`src/mipsIsaPkg.sv`:
```
// MIPS-I subset encodings, only the opcodes and function codes the core executes
// Anything not listed here decodes as a no-op
package mipsIsaPkg;

    localparam int regAddrWidth = 5;  // 32 architectural registers
    localparam int immWidth = 16;
    localparam logic [regAddrWidth-1:0] regV0 = 5'd2;  // Result register, visible at the top

    typedef enum logic [5:0] {
        OP_RTYPE = 6'd0,   // Selected further by funct
        OP_J     = 6'd2,
        OP_BEQ   = 6'd4,
        OP_BNE   = 6'd5,
        OP_ADDIU = 6'd9,
        OP_SLTI  = 6'd10,
        OP_SLTIU = 6'd11,
        OP_ANDI  = 6'd12,
        OP_ORI   = 6'd13,
        OP_XORI  = 6'd14,
        OP_LUI   = 6'd15,
        OP_LB    = 6'd32,
        OP_LW    = 6'd35,
        OP_LBU   = 6'd36,
        OP_SB    = 6'd40,
        OP_SW    = 6'd43
    } opcodeT;

    typedef enum logic [5:0] {
        FN_SLL  = 6'd0,
        FN_SRL  = 6'd2,
        FN_SRA  = 6'd3,
        FN_SLLV = 6'd4,
        FN_SRLV = 6'd6,
        FN_SRAV = 6'd7,
        FN_JR   = 6'd8,
        FN_ADDU = 6'd33,
        FN_SUBU = 6'd35,
        FN_AND  = 6'd36,
        FN_OR   = 6'd37,
        FN_XOR  = 6'd38,
        FN_SLT  = 6'd42,
        FN_SLTU = 6'd43
    } functT;

endpackage

```
`src/cpuCorePkg.sv`:
```
// Core datapath and bus sizes, controller states, ALU operations
// Byte addresses, one 32-bit word per bus beat
package cpuCorePkg;

    localparam int dataWidth = 32;
    localparam int byteEnWidth = dataWidth / 8;

    typedef enum logic [1:0] {
        FETCH = 2'd0,  // Instruction read on the bus
        EXEC  = 2'd1,  // Single cycle, ALU and next PC
        MEM   = 2'd2,  // Data read or write
        HALT  = 2'd3   // Left only by reset
    } ctrlStateT;

    typedef enum logic [3:0] {
        ADD, SUB, AND, OR, XOR, LUI, SLT, SLTU, SLL, SRL, SRA
    } aluOpT;

endpackage

```
`src/regFile.sv`:
```
// 32 x 32 register file, two combinational reads, one write at the clock edge
// Register 0 is never written, so it reads zero after reset
`timescale 1ns/1ps

module regFile (
    input  logic clk,
    input  logic reset,
    input  logic [mipsIsaPkg::regAddrWidth-1:0] rsAddr,
    input  logic [mipsIsaPkg::regAddrWidth-1:0] rtAddr,
    input  logic writeEn,
    input  logic [mipsIsaPkg::regAddrWidth-1:0] writeAddr,
    input  logic [cpuCorePkg::dataWidth-1:0] writeData,
    output logic [cpuCorePkg::dataWidth-1:0] rsValue,
    output logic [cpuCorePkg::dataWidth-1:0] rtValue,
    output logic [cpuCorePkg::dataWidth-1:0] v0Value
);
    import cpuCorePkg::*;
    import mipsIsaPkg::*;

    logic [dataWidth-1:0] regs [2**regAddrWidth];

    always_ff @(posedge clk) begin
        if (reset) begin
            for (int i = 0; i < 2**regAddrWidth; i++) begin
                regs[i] <= '0;
            end
        end else if (writeEn && writeAddr != '0) begin  // $zero stays zero
            regs[writeAddr] <= writeData;
        end
    end

    assign rsValue = regs[rsAddr];
    assign rtValue = regs[rtAddr];
    assign v0Value = regs[regV0];  // Brought out as registerV0

endmodule

```
`src/alu.sv`:
```
// Combinational ALU, the immediate is extended here as the decoder asks
// Variable shifts take rs[4:0], fixed shifts take shamt
`timescale 1ns/1ps

module alu (
    input  cpuCorePkg::aluOpT aluOp,
    input  logic [cpuCorePkg::dataWidth-1:0] rsValue,
    input  logic [cpuCorePkg::dataWidth-1:0] rtValue,
    input  logic [mipsIsaPkg::immWidth-1:0] immValue,
    input  logic signExtImm,
    input  logic useImm,
    input  logic [4:0] shamt,
    input  logic useShamt,
    input  logic branchOnEqual,
    output logic [cpuCorePkg::dataWidth-1:0] aluResult,
    output logic branchTaken
);
    import cpuCorePkg::*;
    import mipsIsaPkg::*;

    logic [dataWidth-1:0] extImm;
    logic [dataWidth-1:0] opB;
    logic [4:0] shiftAmt;

    assign extImm = signExtImm ? {{(dataWidth-immWidth){immValue[immWidth-1]}}, immValue}
                               : {{(dataWidth-immWidth){1'b0}}, immValue};
    assign opB = useImm ? extImm : rtValue;
    assign shiftAmt = useShamt ? shamt : rsValue[4:0];

    always_comb begin
        case (aluOp)
            ADD:     aluResult = rsValue + opB;  // Also effective address
            SUB:     aluResult = rsValue - opB;
            AND:     aluResult = rsValue & opB;
            OR:      aluResult = rsValue | opB;
            XOR:     aluResult = rsValue ^ opB;
            LUI:     aluResult = {immValue, {(dataWidth-immWidth){1'b0}}};
            SLT:     aluResult = {{(dataWidth-1){1'b0}}, $signed(rsValue) < $signed(opB)};
            SLTU:    aluResult = {{(dataWidth-1){1'b0}}, rsValue < opB};  // SLTIU too, sign-extended
            SLL:     aluResult = rtValue << shiftAmt;
            SRL:     aluResult = rtValue >> shiftAmt;
            SRA:     aluResult = $signed(rtValue) >>> shiftAmt;  // Keeps the sign
            default: aluResult = '0;
        endcase
    end

    // BEQ on equality, BNE on inequality
    assign branchTaken = (rsValue == rtValue) == branchOnEqual;

endmodule

```
`src/instrDecode.sv`:
```
// Pure decode of the held instruction word
// Unknown opcodes and functs write nothing and touch no memory
// loadKind bit 1 marks a byte load, bit 0 an unsigned one
`timescale 1ns/1ps

module instrDecode (
    input  logic [cpuCorePkg::dataWidth-1:0] instr,
    output logic [mipsIsaPkg::regAddrWidth-1:0] rsAddr,
    output logic [mipsIsaPkg::regAddrWidth-1:0] rtAddr,
    output logic [mipsIsaPkg::regAddrWidth-1:0] destReg,
    output cpuCorePkg::aluOpT aluOp,
    output logic useImm,
    output logic signExtImm,
    output logic [mipsIsaPkg::immWidth-1:0] immValue,
    output logic [4:0] shamt,
    output logic useShamt,
    output logic regWriteEn,
    output logic isLoad,
    output logic isStore,
    output logic isJump,
    output logic isJumpReg,
    output logic isBranch,
    output logic branchOnEqual,
    output logic [1:0] loadKind,
    output logic storeIsByte,
    output logic [25:0] jumpTarget,
    output logic [cpuCorePkg::dataWidth-1:0] branchOffset
);
    import cpuCorePkg::*;
    import mipsIsaPkg::*;

    opcodeT opcode;
    functT funct;

    assign opcode = opcodeT'(instr[31:26]);
    assign funct = functT'(instr[5:0]);
    assign rsAddr = instr[25:21];
    assign rtAddr = instr[20:16];
    assign shamt = instr[10:6];
    assign immValue = instr[15:0];
    assign jumpTarget = instr[25:0];
    assign branchOffset = {{(dataWidth-immWidth-2){instr[15]}}, instr[15:0], 2'b00};  // Words to bytes

    always_comb begin
        destReg = rtAddr;  // I-type default
        aluOp = ADD;
        useImm = 1'b1;
        signExtImm = 1'b1;
        useShamt = 1'b0;
        regWriteEn = 1'b0;
        isLoad = 1'b0;
        isStore = 1'b0;
        isJump = 1'b0;
        isJumpReg = 1'b0;
        isBranch = 1'b0;
        branchOnEqual = 1'b1;
        loadKind = 2'b00;  // Word
        storeIsByte = 1'b0;
        case (opcode)
            OP_RTYPE: begin
                destReg = instr[15:11];
                useImm = 1'b0;
                regWriteEn = 1'b1;
                case (funct)
                    FN_ADDU: aluOp = ADD;
                    FN_SUBU: aluOp = SUB;
                    FN_AND:  aluOp = AND;
                    FN_OR:   aluOp = OR;
                    FN_XOR:  aluOp = XOR;
                    FN_SLT:  aluOp = SLT;
                    FN_SLTU: aluOp = SLTU;
                    FN_SLLV: aluOp = SLL;
                    FN_SRLV: aluOp = SRL;
                    FN_SRAV: aluOp = SRA;
                    FN_SLL, FN_SRL, FN_SRA: begin
                        useShamt = 1'b1;
                        aluOp = (funct == FN_SLL) ? SLL : (funct == FN_SRL) ? SRL : SRA;
                    end
                    FN_JR: begin
                        isJumpReg = 1'b1;
                        regWriteEn = 1'b0;
                    end
                    default: regWriteEn = 1'b0;
                endcase
            end
            OP_ADDIU: regWriteEn = 1'b1;
            OP_SLTI, OP_SLTIU: begin
                aluOp = (opcode == OP_SLTI) ? SLT : SLTU;
                regWriteEn = 1'b1;
            end
            OP_ANDI, OP_ORI, OP_XORI: begin
                aluOp = (opcode == OP_ANDI) ? AND : (opcode == OP_ORI) ? OR : XOR;
                signExtImm = 1'b0;  // Logic immediates zero-extend
                regWriteEn = 1'b1;
            end
            OP_LUI: begin
                aluOp = LUI;
                regWriteEn = 1'b1;
            end
            OP_BEQ, OP_BNE: begin
                isBranch = 1'b1;
                branchOnEqual = (opcode == OP_BEQ);
            end
            OP_J: isJump = 1'b1;
            OP_LW, OP_LB, OP_LBU: begin
                isLoad = 1'b1;
                regWriteEn = 1'b1;  // Written back in MEM
                loadKind = (opcode == OP_LW) ? 2'b00 : (opcode == OP_LB) ? 2'b10 : 2'b11;
            end
            OP_SW, OP_SB: begin
                isStore = 1'b1;
                storeIsByte = (opcode == OP_SB);
            end
            default: useImm = 1'b0;  // No-op
        endcase
    end

endmodule

```
`src/loadStoreUnit.sv`:
```
// Little-endian lanes, lane = address mod 4
// Word accesses assume an aligned address
`timescale 1ns/1ps

module loadStoreUnit (
    input  logic [cpuCorePkg::dataWidth-1:0] effAddr,
    input  logic [cpuCorePkg::dataWidth-1:0] rtValue,
    input  logic storeIsByte,
    input  logic [1:0] loadKind,
    input  logic [cpuCorePkg::dataWidth-1:0] readData,
    output logic [cpuCorePkg::byteEnWidth-1:0] byteEnable,
    output logic [cpuCorePkg::dataWidth-1:0] writeData,
    output logic [cpuCorePkg::dataWidth-1:0] loadValue
);
    import cpuCorePkg::*;

    logic [1:0] lane;
    logic [7:0] laneByte;

    assign lane = effAddr[1:0];

    // SB repeats the byte on every lane, the enable picks one
    assign byteEnable = storeIsByte ? byteEnWidth'(1) << lane : '1;
    assign writeData = storeIsByte ? {byteEnWidth{rtValue[7:0]}} : rtValue;

    assign laneByte = readData[lane*8 +: 8];

    always_comb begin
        case (loadKind)
            2'b10:   loadValue = {{(dataWidth-8){laneByte[7]}}, laneByte};  // LB
            2'b11:   loadValue = {{(dataWidth-8){1'b0}}, laneByte};         // LBU
            default: loadValue = readData;                                  // LW
        endcase
    end

endmodule

```
`src/cpuControl.sv`:
```
// Multicycle controller FETCH, EXEC, then MEM for loads and stores
// No delay slots, a taken branch or jump redirects the PC directly
// A jump or JR to address zero halts until the next reset
`timescale 1ns/1ps

module cpuControl #(
    parameter logic [31:0] resetVector = 32'hBFC00000
) (
    input  logic clk,
    input  logic reset,
    input  logic waitRequest,
    input  logic [cpuCorePkg::dataWidth-1:0] readData,
    input  logic [cpuCorePkg::dataWidth-1:0] aluResult,
    input  logic branchTaken,
    input  logic isLoad,
    input  logic isStore,
    input  logic isJump,
    input  logic isJumpReg,
    input  logic isBranch,
    input  logic regWriteEn,
    input  logic [mipsIsaPkg::regAddrWidth-1:0] destReg,
    input  logic [25:0] jumpTarget,
    input  logic [cpuCorePkg::dataWidth-1:0] branchOffset,
    input  logic [cpuCorePkg::dataWidth-1:0] loadValue,
    input  logic [cpuCorePkg::dataWidth-1:0] rsValue,
    output logic [cpuCorePkg::dataWidth-1:0] instr,
    output logic [cpuCorePkg::dataWidth-1:0] address,
    output logic read,
    output logic write,
    output logic active,
    output logic [cpuCorePkg::dataWidth-1:0] effAddr,
    output logic rfWriteEn,
    output logic [mipsIsaPkg::regAddrWidth-1:0] rfWriteAddr,
    output logic [cpuCorePkg::dataWidth-1:0] rfWriteData
);
    import cpuCorePkg::*;

    ctrlStateT state;
    logic [dataWidth-1:0] pc;
    logic [dataWidth-1:0] instrReg;
    logic [dataWidth-1:0] pcPlus4;
    logic [dataWidth-1:0] jumpDest;
    logic [dataWidth-1:0] nextPc;
    logic haltJump;

    assign pcPlus4 = pc + dataWidth'(4);
    assign jumpDest = isJumpReg ? rsValue : {pcPlus4[31:28], jumpTarget, 2'b00};
    assign haltJump = (isJump || isJumpReg) && (jumpDest == '0);

    always_comb begin
        if (isJump || isJumpReg)
            nextPc = jumpDest;
        else if (isBranch && branchTaken)
            nextPc = pcPlus4 + branchOffset;  // Relative to the following instruction
        else
            nextPc = pcPlus4;
    end

    always_ff @(posedge clk) begin
        if (reset) begin
            state <= FETCH;
            pc <= resetVector;
        end else begin
            case (state)
                FETCH: if (!waitRequest) state <= EXEC;
                EXEC: begin
                    if (isLoad || isStore) begin
                        state <= MEM;  // PC held until the data beat ends
                    end else if (haltJump) begin
                        state <= HALT;
                    end else begin
                        pc <= nextPc;
                        state <= FETCH;
                    end
                end
                MEM: begin
                    if (!waitRequest) begin
                        pc <= pcPlus4;
                        state <= FETCH;
                    end
                end
                default: state <= HALT;  // Stuck until reset
            endcase
        end
    end

    // Instruction captured as the fetch completes
    always_ff @(posedge clk) begin
        if (state == FETCH && !waitRequest)
            instrReg <= readData;
    end

    assign instr = instrReg;
    assign effAddr = aluResult;  // rs + imm, steady through MEM
    // No requests while reset is high
    assign read = !reset && ((state == FETCH) || (state == MEM && isLoad));
    assign write = !reset && (state == MEM) && isStore;
    assign address = (state == FETCH) ? pc : {aluResult[dataWidth-1:2], 2'b00};  // Word aligned
    assign active = (state != HALT);

    // ALU results in EXEC, loads when the read beat completes
    assign rfWriteEn = regWriteEn && (isLoad ? (state == MEM && !waitRequest) : (state == EXEC));
    assign rfWriteAddr = destReg;
    assign rfWriteData = (state == MEM) ? loadValue : aluResult;

endmodule

```
`src/mipsCpuBus.sv`:
```
// MIPS subset CPU with an Avalon-MM master, one transfer outstanding at most
// Byte addresses, word aligned on the bus, lanes picked by byteEnable
// Execution starts at resetVector, active falls after a jump to zero
`timescale 1ns/1ps

module mipsCpuBus #(
    parameter logic [31:0] resetVector = 32'hBFC00000
) (
    input  logic clk,
    input  logic reset,
    output logic active,
    output logic [cpuCorePkg::dataWidth-1:0] registerV0,
    output logic [cpuCorePkg::dataWidth-1:0] address,
    output logic read,
    output logic write,
    input  logic waitRequest,
    output logic [cpuCorePkg::dataWidth-1:0] writeData,
    output logic [cpuCorePkg::byteEnWidth-1:0] byteEnable,
    input  logic [cpuCorePkg::dataWidth-1:0] readData
);
    import cpuCorePkg::*;
    import mipsIsaPkg::*;

    logic [dataWidth-1:0] instr;
    logic [dataWidth-1:0] rsValue;
    logic [dataWidth-1:0] rtValue;
    logic [dataWidth-1:0] aluResult;
    logic [dataWidth-1:0] effAddr;
    logic [dataWidth-1:0] loadValue;
    logic [dataWidth-1:0] branchOffset;
    logic [dataWidth-1:0] rfWriteData;
    logic [regAddrWidth-1:0] rsAddr;
    logic [regAddrWidth-1:0] rtAddr;
    logic [regAddrWidth-1:0] destReg;
    logic [regAddrWidth-1:0] rfWriteAddr;
    logic [immWidth-1:0] immValue;
    logic [byteEnWidth-1:0] lsuByteEnable;
    logic [25:0] jumpTarget;
    logic [4:0] shamt;
    logic [1:0] loadKind;
    aluOpT aluOp;
    logic useImm;
    logic signExtImm;
    logic useShamt;
    logic regWriteEn;
    logic isLoad;
    logic isStore;
    logic isJump;
    logic isJumpReg;
    logic isBranch;
    logic branchOnEqual;
    logic storeIsByte;
    logic branchTaken;
    logic rfWriteEn;

    cpuControl #(.resetVector(resetVector)) uControl (
        .clk, .reset, .waitRequest, .readData, .aluResult, .branchTaken,
        .isLoad, .isStore, .isJump, .isJumpReg, .isBranch, .regWriteEn, .destReg,
        .jumpTarget, .branchOffset, .loadValue, .rsValue,
        .instr, .address, .read, .write, .active, .effAddr,
        .rfWriteEn, .rfWriteAddr, .rfWriteData
    );

    instrDecode uDecode (
        .instr, .rsAddr, .rtAddr, .destReg, .aluOp, .useImm, .signExtImm, .immValue,
        .shamt, .useShamt, .regWriteEn, .isLoad, .isStore, .isJump, .isJumpReg,
        .isBranch, .branchOnEqual, .loadKind, .storeIsByte, .jumpTarget, .branchOffset
    );

    regFile uRegs (
        .clk, .reset, .rsAddr, .rtAddr,
        .writeEn(rfWriteEn), .writeAddr(rfWriteAddr), .writeData(rfWriteData),
        .rsValue, .rtValue, .v0Value(registerV0)
    );

    alu uAlu (
        .aluOp, .rsValue, .rtValue, .immValue, .signExtImm, .useImm,
        .shamt, .useShamt, .branchOnEqual, .aluResult, .branchTaken
    );

    loadStoreUnit uLsu (
        .effAddr, .rtValue, .storeIsByte, .loadKind, .readData,
        .byteEnable(lsuByteEnable), .writeData, .loadValue
    );

    assign byteEnable = reset ? '0 : lsuByteEnable;  // Lanes off while in reset

endmodule

```
`config.mk`:
```
export PLATFORM = sky130hd
export DESIGN_NAME = mipsCpuBus
export DESIGN_NICKNAME = d
export VERILOG_FILES = /design/src/mipsIsaPkg.sv /design/src/cpuCorePkg.sv /design/src/regFile.sv /design/src/alu.sv /design/src/instrDecode.sv /design/src/loadStoreUnit.sv /design/src/cpuControl.sv /design/src/mipsCpuBus.sv
export SDC_FILE = /design/constraint.sdc
export NUM_CORES = 2
export LEC_CHECK = 0
export BUFFER_PORTS_ARGS = -buffer_cell sky130_fd_sc_hd__buf_2
export CAP_MARGIN = 25
export CELL_PAD_IN_SITES_DETAIL_PLACEMENT = 1
export CELL_PAD_IN_SITES_GLOBAL_PLACEMENT = 1
export CORE_MARGIN = 2
export CORE_UTILIZATION = 35
export DETAILED_ROUTE_END_ITERATION = 16
export PLACE_DENSITY = 0.64
export SLEW_MARGIN = 25
export SYNTH_ARGS = -nofsm -noshare
export SYNTH_HDL_FRONTEND = slang
export SYNTH_SLANG_ARGS = --single-unit
```
`constraint.sdc`:
```
create_clock -name clk -period 8 [get_ports clk]
set_input_delay 1.6 -clock clk [delete_from_list [all_inputs] [get_ports clk]]
set_output_delay 1.6 -clock clk [all_outputs]
set_load 0.005 [all_outputs]
```
=== Word-level counts from Yosys, hierarchy flattened ===
Memories as Yosys holds them, arrays and structs flattened. A register that Yosys moved wholly into a read port is not among the register bits.
Index checks and enable logic that the tools add are counted.

* Bits in registers: 66
* Bits in latches: 0
* RAM bits: 1024
* Bits in read-only memories: 0
* Output and inout port bits: 103
* Word-level logic and storage cells: 158
* Memories: 1

{| class="wikitable"
|+ Memory list
! name !! depth !! width !! rd ports !! clocked after Yosys merged registers in !! wr ports !! RTL line !! text
|-
| uRegs.regs || 32 || 32 || 3 || 2 || 32 || regFile.sv:20 || <nowiki>logic [dataWidth-1:0] regs [2**regAddrWidth];</nowiki>
|}

* $add $sub $neg: 4
* Multiply operators: 0
* Divide/modulo/power cells: 0
* Magnitude comparators: 2
* Equality and inequality tests: 49
* Shift operators: 5
* Muxes and demuxes: 57
* Bitwise gates (word level): 3
* Reduce and logical (&&, ||, !) cells: 34

{| class="wikitable"
|+ Operator list
! operator !! number
|-
| $mux 32 || 12
|-
| $pmux 32 s11 || 1
|-
| $pmux 32 s2 || 2
|-
| $eq 6x6->1 const B || 12
|-
| $add 32x32->32 || 2
|-
| $lt 32x32->1 || 2
|-
| $eq 6x4->1 const B || 8
|-
| $pmux 4 s10 || 1
|-
| $add 32x3->32 const B || 1
|-
| $and 32x32->32 || 1
|-
| $eq 32x32->1 || 1
|-
| $logic_not 32->1 || 1
|-
| $or 32x32->32 || 1
|-
| $reduce_or 32->1 || 1
|-
| $shiftx 32x6->8 || 1
|-
| $shl 32x5->32 || 1
|-
| $shr 32x5->32 || 1
|-
| $sshr 32x5->32 || 1
|-
| $sub 32x32->32 || 1
|-
| $xor 32x32->32 || 1
|-
| $eq 6x3->1 const B || 5
|-
| $mux 5 || 5
|-
| $mux 1 || 21
|-
| $eq 6x2->1 const B || 3
|-
| other kinds (30) || 68
|}

=== Longest topological paths before layout ===
* Depth in word-level cells: 11
* Gate-level depth with buffers: 32
* Gate-level depth less buffers: 22

=== Cells and area by module ===
A second synthesis with hierarchy kept.

* Cells, all modules: 7438
* Area total of the unflattened synthesis: 76279.4 µm²

{| class="wikitable"
|+ Modules (own cells, without submodules)
! module !! times used !! cells an instance !! area each (µm²)
|-
| regFile || 1 || 4605 || 56132.6
|-
| alu || 1 || 1537 || 10681.5
|-
| cpuControl || 1 || 939 || 7013.0
|-
| instrDecode || 1 || 177 || 1213.7
|-
| loadStoreUnit || 1 || 176 || 1213.7
|-
| mipsCpuBus || 1 || 4 || 25.0
|}

=== Worst setup path before layout ===
No wires, ideal clock.

* Path kind: reg2out
* Start: register with a tool-made name
* End: output address[27] in the netlist's numbering
* Data arrival time: 6128 ps
* Required time: 6400 ps
* Path slack: 272 ps
* Stages on the path, launching flop included: 29
* Buffers on the path: 10
* Path through: dfxtp_1 buf_6 buf_12 buf_12 buf_12 buf_8 buf_8 buf_8 buf_8 buf_8 mux4_2 a22oi_1 nand4_1 inv_1 a21oi_1 ha_1 a21o_1 a21o_1 a2111oi_0 o21ai_0 o211ai_1 a31oi_1 a21o_1 a21oi_1 mux2_2 nor4_1 nor3_1 buf_2 a21oi_1

{| class="wikitable"
|+ RTL lines
! element !! RTL line !! text
|-
| to (decl) || mipsCpuBus.sv:13 || <nowiki>output logic [cpuCorePkg::dataWidth-1:0] address,</nowiki>
|}

==> results.md <==
* Measured slew at the worst slew-check pin at 1.19 ns
* Clock share of power at 0.264
* Placer Congestion at around 1.0
* Skew-Pair Late Insertion Delay at 0.84 ns
* Post-synth top area share at 0.434
* Hold Path Class: reg2reg
* RSZ-0062 raised after global routing: true
* Vias in the first global route at 66200
* Power Dens Cells at 274 mW/mm^2
* Placed cell count at 9402
* DRC at 0
* Post-Layout Cell Count at 9763
* Final Cycle Share at 1.01
* Grt total ovfl at 0
* Fin. max-slew vios at 0
* Chip width at 461 um
* Post-synth cell types at 112
* Static Leak at 31.2 nW
* Layout Nets at 7006
* Min cycle time layout at 8.05 ns
* Core Area at 0.207 mm^2
* # rows at roughly 170
* Status: finished, violations left
* Inserted Clock Buffers at 133
* FMAX at 124 MHz
* WHS at just over 0.5 ns
* Mapped cell area at 0.0730 mm^2
* Hold-fix buffers at CTS at 0
* Worst slack, placed at -0.168 ns
* First-pass GRT wire length at 562000 um
* Total number of vias at 68500
* Synth-to-layout area growth at 18.7%
* Antenna viol nets, final at 0
* CTS tree: done
* CP arrival at 6.45 ns
* Port Buffers at 137
* Failing checks: setup timing
* Share of layout cells above drive strength 1 at 0.263
* Pint at roughly 0.014 W
* Initial drt markers at 11400
* WS Path Type: reg2out
* Clock sinks at 1100
* CTS Root Cell: clkbuf_16
* Synthesized flop and latch total at 1100
* Post-route setup slack at -0.0492 ns
* WP data required at 6.40 ns
* Starting Density at 0.352
* CTS max path bufs at 3
* Die height at 461 um
* Initial antenna violation count at 27
* CP endpoint kind: primary output
* Drt wl/cell at 43.0 um
* Clk pin slew, worst setup/hold paths at around 0.06 ns
* Final Skew at 0.0463 ns
* Vias/cell at approximately 7
* Crit path launch type: register
* Register area share after synthesis at 0.446
* Most common cell after layout, fill and taps aside: edfxtp_1
* Post-synth top area cell: edfxtp_1
* CP max FO at 6
* Hpwl dp at between 200000 and 300000 um
* Synth Instances at 6556
* Slowest cell on crit path: dfxtp_4
* Commonest non-fill, non-tap cells in the layout: 1056 x edfxtp_1, 791 x nor3_1, 570 x buf_4
* Critical Path Max Stage Delay at 0.44 ns
* Final setup viols at 3
* Mean Syn Cell Area at approximately 11 um^2
* Switching power at between 0.01 and 0.015 W
* H-tree Lvls at 4
* Hold violation count in the final report at 0
* Comb power frac at 0.454
* Post-synth ARST share at 0
* Gr usage total at 0.382
* DR pass1 iterations at 8
* Sequential share of power at 0.282
* Pwr Total at 0.0238 W
* Top cells by area, synth: edfxtp_1 43%, mux4_2 11%, mux2i_1 6.9%
* Pin count of the biggest net entering global routing at 66
* Slew headroom at 0.209
* Switching share of power at 0.431
* Final core occ at 0.418
* Max-cap violation count at 0
* Number of synthesized flops with an enable pin at 1056
* Top-level I/O count at 138
* Worst ir drop on vdd at between 200 and 250 uV
* Main synth FF type: edfxtp_1
* Die Area at 0.212 mm^2
* Routed wire length at 420000 um
* YS warnings at 0
layer usage:
metal	wire, um	global-route usage	vias up
met5	203	0	-
met4	40900	0.303	16
met3	54600	0.117	1652
met2	176000	0.552	5712
met1	148000	0.473	34800
li1	-	-	26300
Yosys cell counts (all sizes together), types with 30 or more instances:
library cell and number:
nand4 39, nor3b 134, o211ai 36, inv 141, nor4 67, a21oi 385
nor2 343, o22ai 31, nand3 151, a31oi 70, xnor2 85, nor3 807
mux2 40, ha 115, buf 333, a21o 36, o21ai 157, nand2 321
nand2b 45, a221oi 30, mux4 350, a22oi 252, mux2i 506, a211oi 127
dfxtp 44, clkbuf 372, edfxtp 1056
through the flow:
stage          cell area (um^2)  setup TNS (ns)
2_1_floorplan             73100               0
6_report                  86700         -0.0722
3_3_place_gp              79800          -0.233
4_1_cts                   85300          -0.116
5_1_grt                   86600          -0.381
3_5_place_dp              79900          -0.315
sequential cells by signal, summed over array words and instances (netlist names), named ones only:
register        cells
uRegs.regs       1024
uControl.pc        32
uControl.instr     32
uControl.state      2
kinds of logic (layout without fill, tap and decap cells):
kind of cell / after synthesis / count (layout) / share of synthesized area
AO/OA/AOI/OAI: 1396 / 1396 / 0.136
XOR/XNOR: 110 / 110 / 0.0132
adder cells (fa/ha/maj): 118 / 118 / 0.0205
buffers and inverters: 848 / 1214 / 0.0547
flip-flops: 1100 / 1100 / 0.446
multiplexers: 896 / 896 / 0.184
other: 1 / 54 / 0.0000513
AND/OR/NAND/NOR: 2087 / 2087 / 0.146
power groups by stage:
stage | combinational (W) | sequential (W) | clock [W]
floorplan | 0.00529 | 0.00671 | 0
global placement | 0.00973 | 0.00681 | 0
detailed placement | 0.00979 | 0.00682 | 0
CTS | 0.0101 | 0.00669 | 0.00627
global route | 0.0110 | 0.00671 | 0.00647
finish | 0.0108 | 0.00671 | 0.00627
worst max-delay path, delay by kind of cell (launching register included):
family	cells	cell delay, ns
xor+xnor	1	0.15
simple gates	7	1.13
fa+ha+maj	2	0.56
flops	1	0.44
buf+inv	7	1.08
compound gates	11	2.23
cell type report:
| class | count | area [um^2] |
|---|---|---|
| well taps | 2788 | 3490 |
| clock buffers | 157 | 3460 |
| flip-flops and latches | 1100 | 32600 |
| inverters | 143 | 544 |
| fillers | 22300 | 121000 |
| diodes | 22 | 55.1 |
| clock inverters | 78 | 891 |
| repair buffers | 836 | 7510 |
| multi-input cells | 4639 | 38100 |
worst paths after layout:
| kind | slack, ns | end | depth (start not counted) | start |
|---|---|---|---|---|
| hold reg to reg | 0.51 | uControl.pc[0] | 2 | uControl.pc[0] |
| hold / removal | 0.51 | uControl.pc[0] | 2 | uControl.pc[0] |
| setup reg to reg | 0.95 | uRegs.regs[2][9] | 23 | register |
| setup / recovery | -0.05 | address[18] | 28 | register |
timing repair:
action,CTS,global route
setup endpoints to repair,27,26
gates resized for setup,101,161
gates cloned,8,9
setup buffers,29,60
pin swaps,16,47
Power figures use the tool's default switching activity.
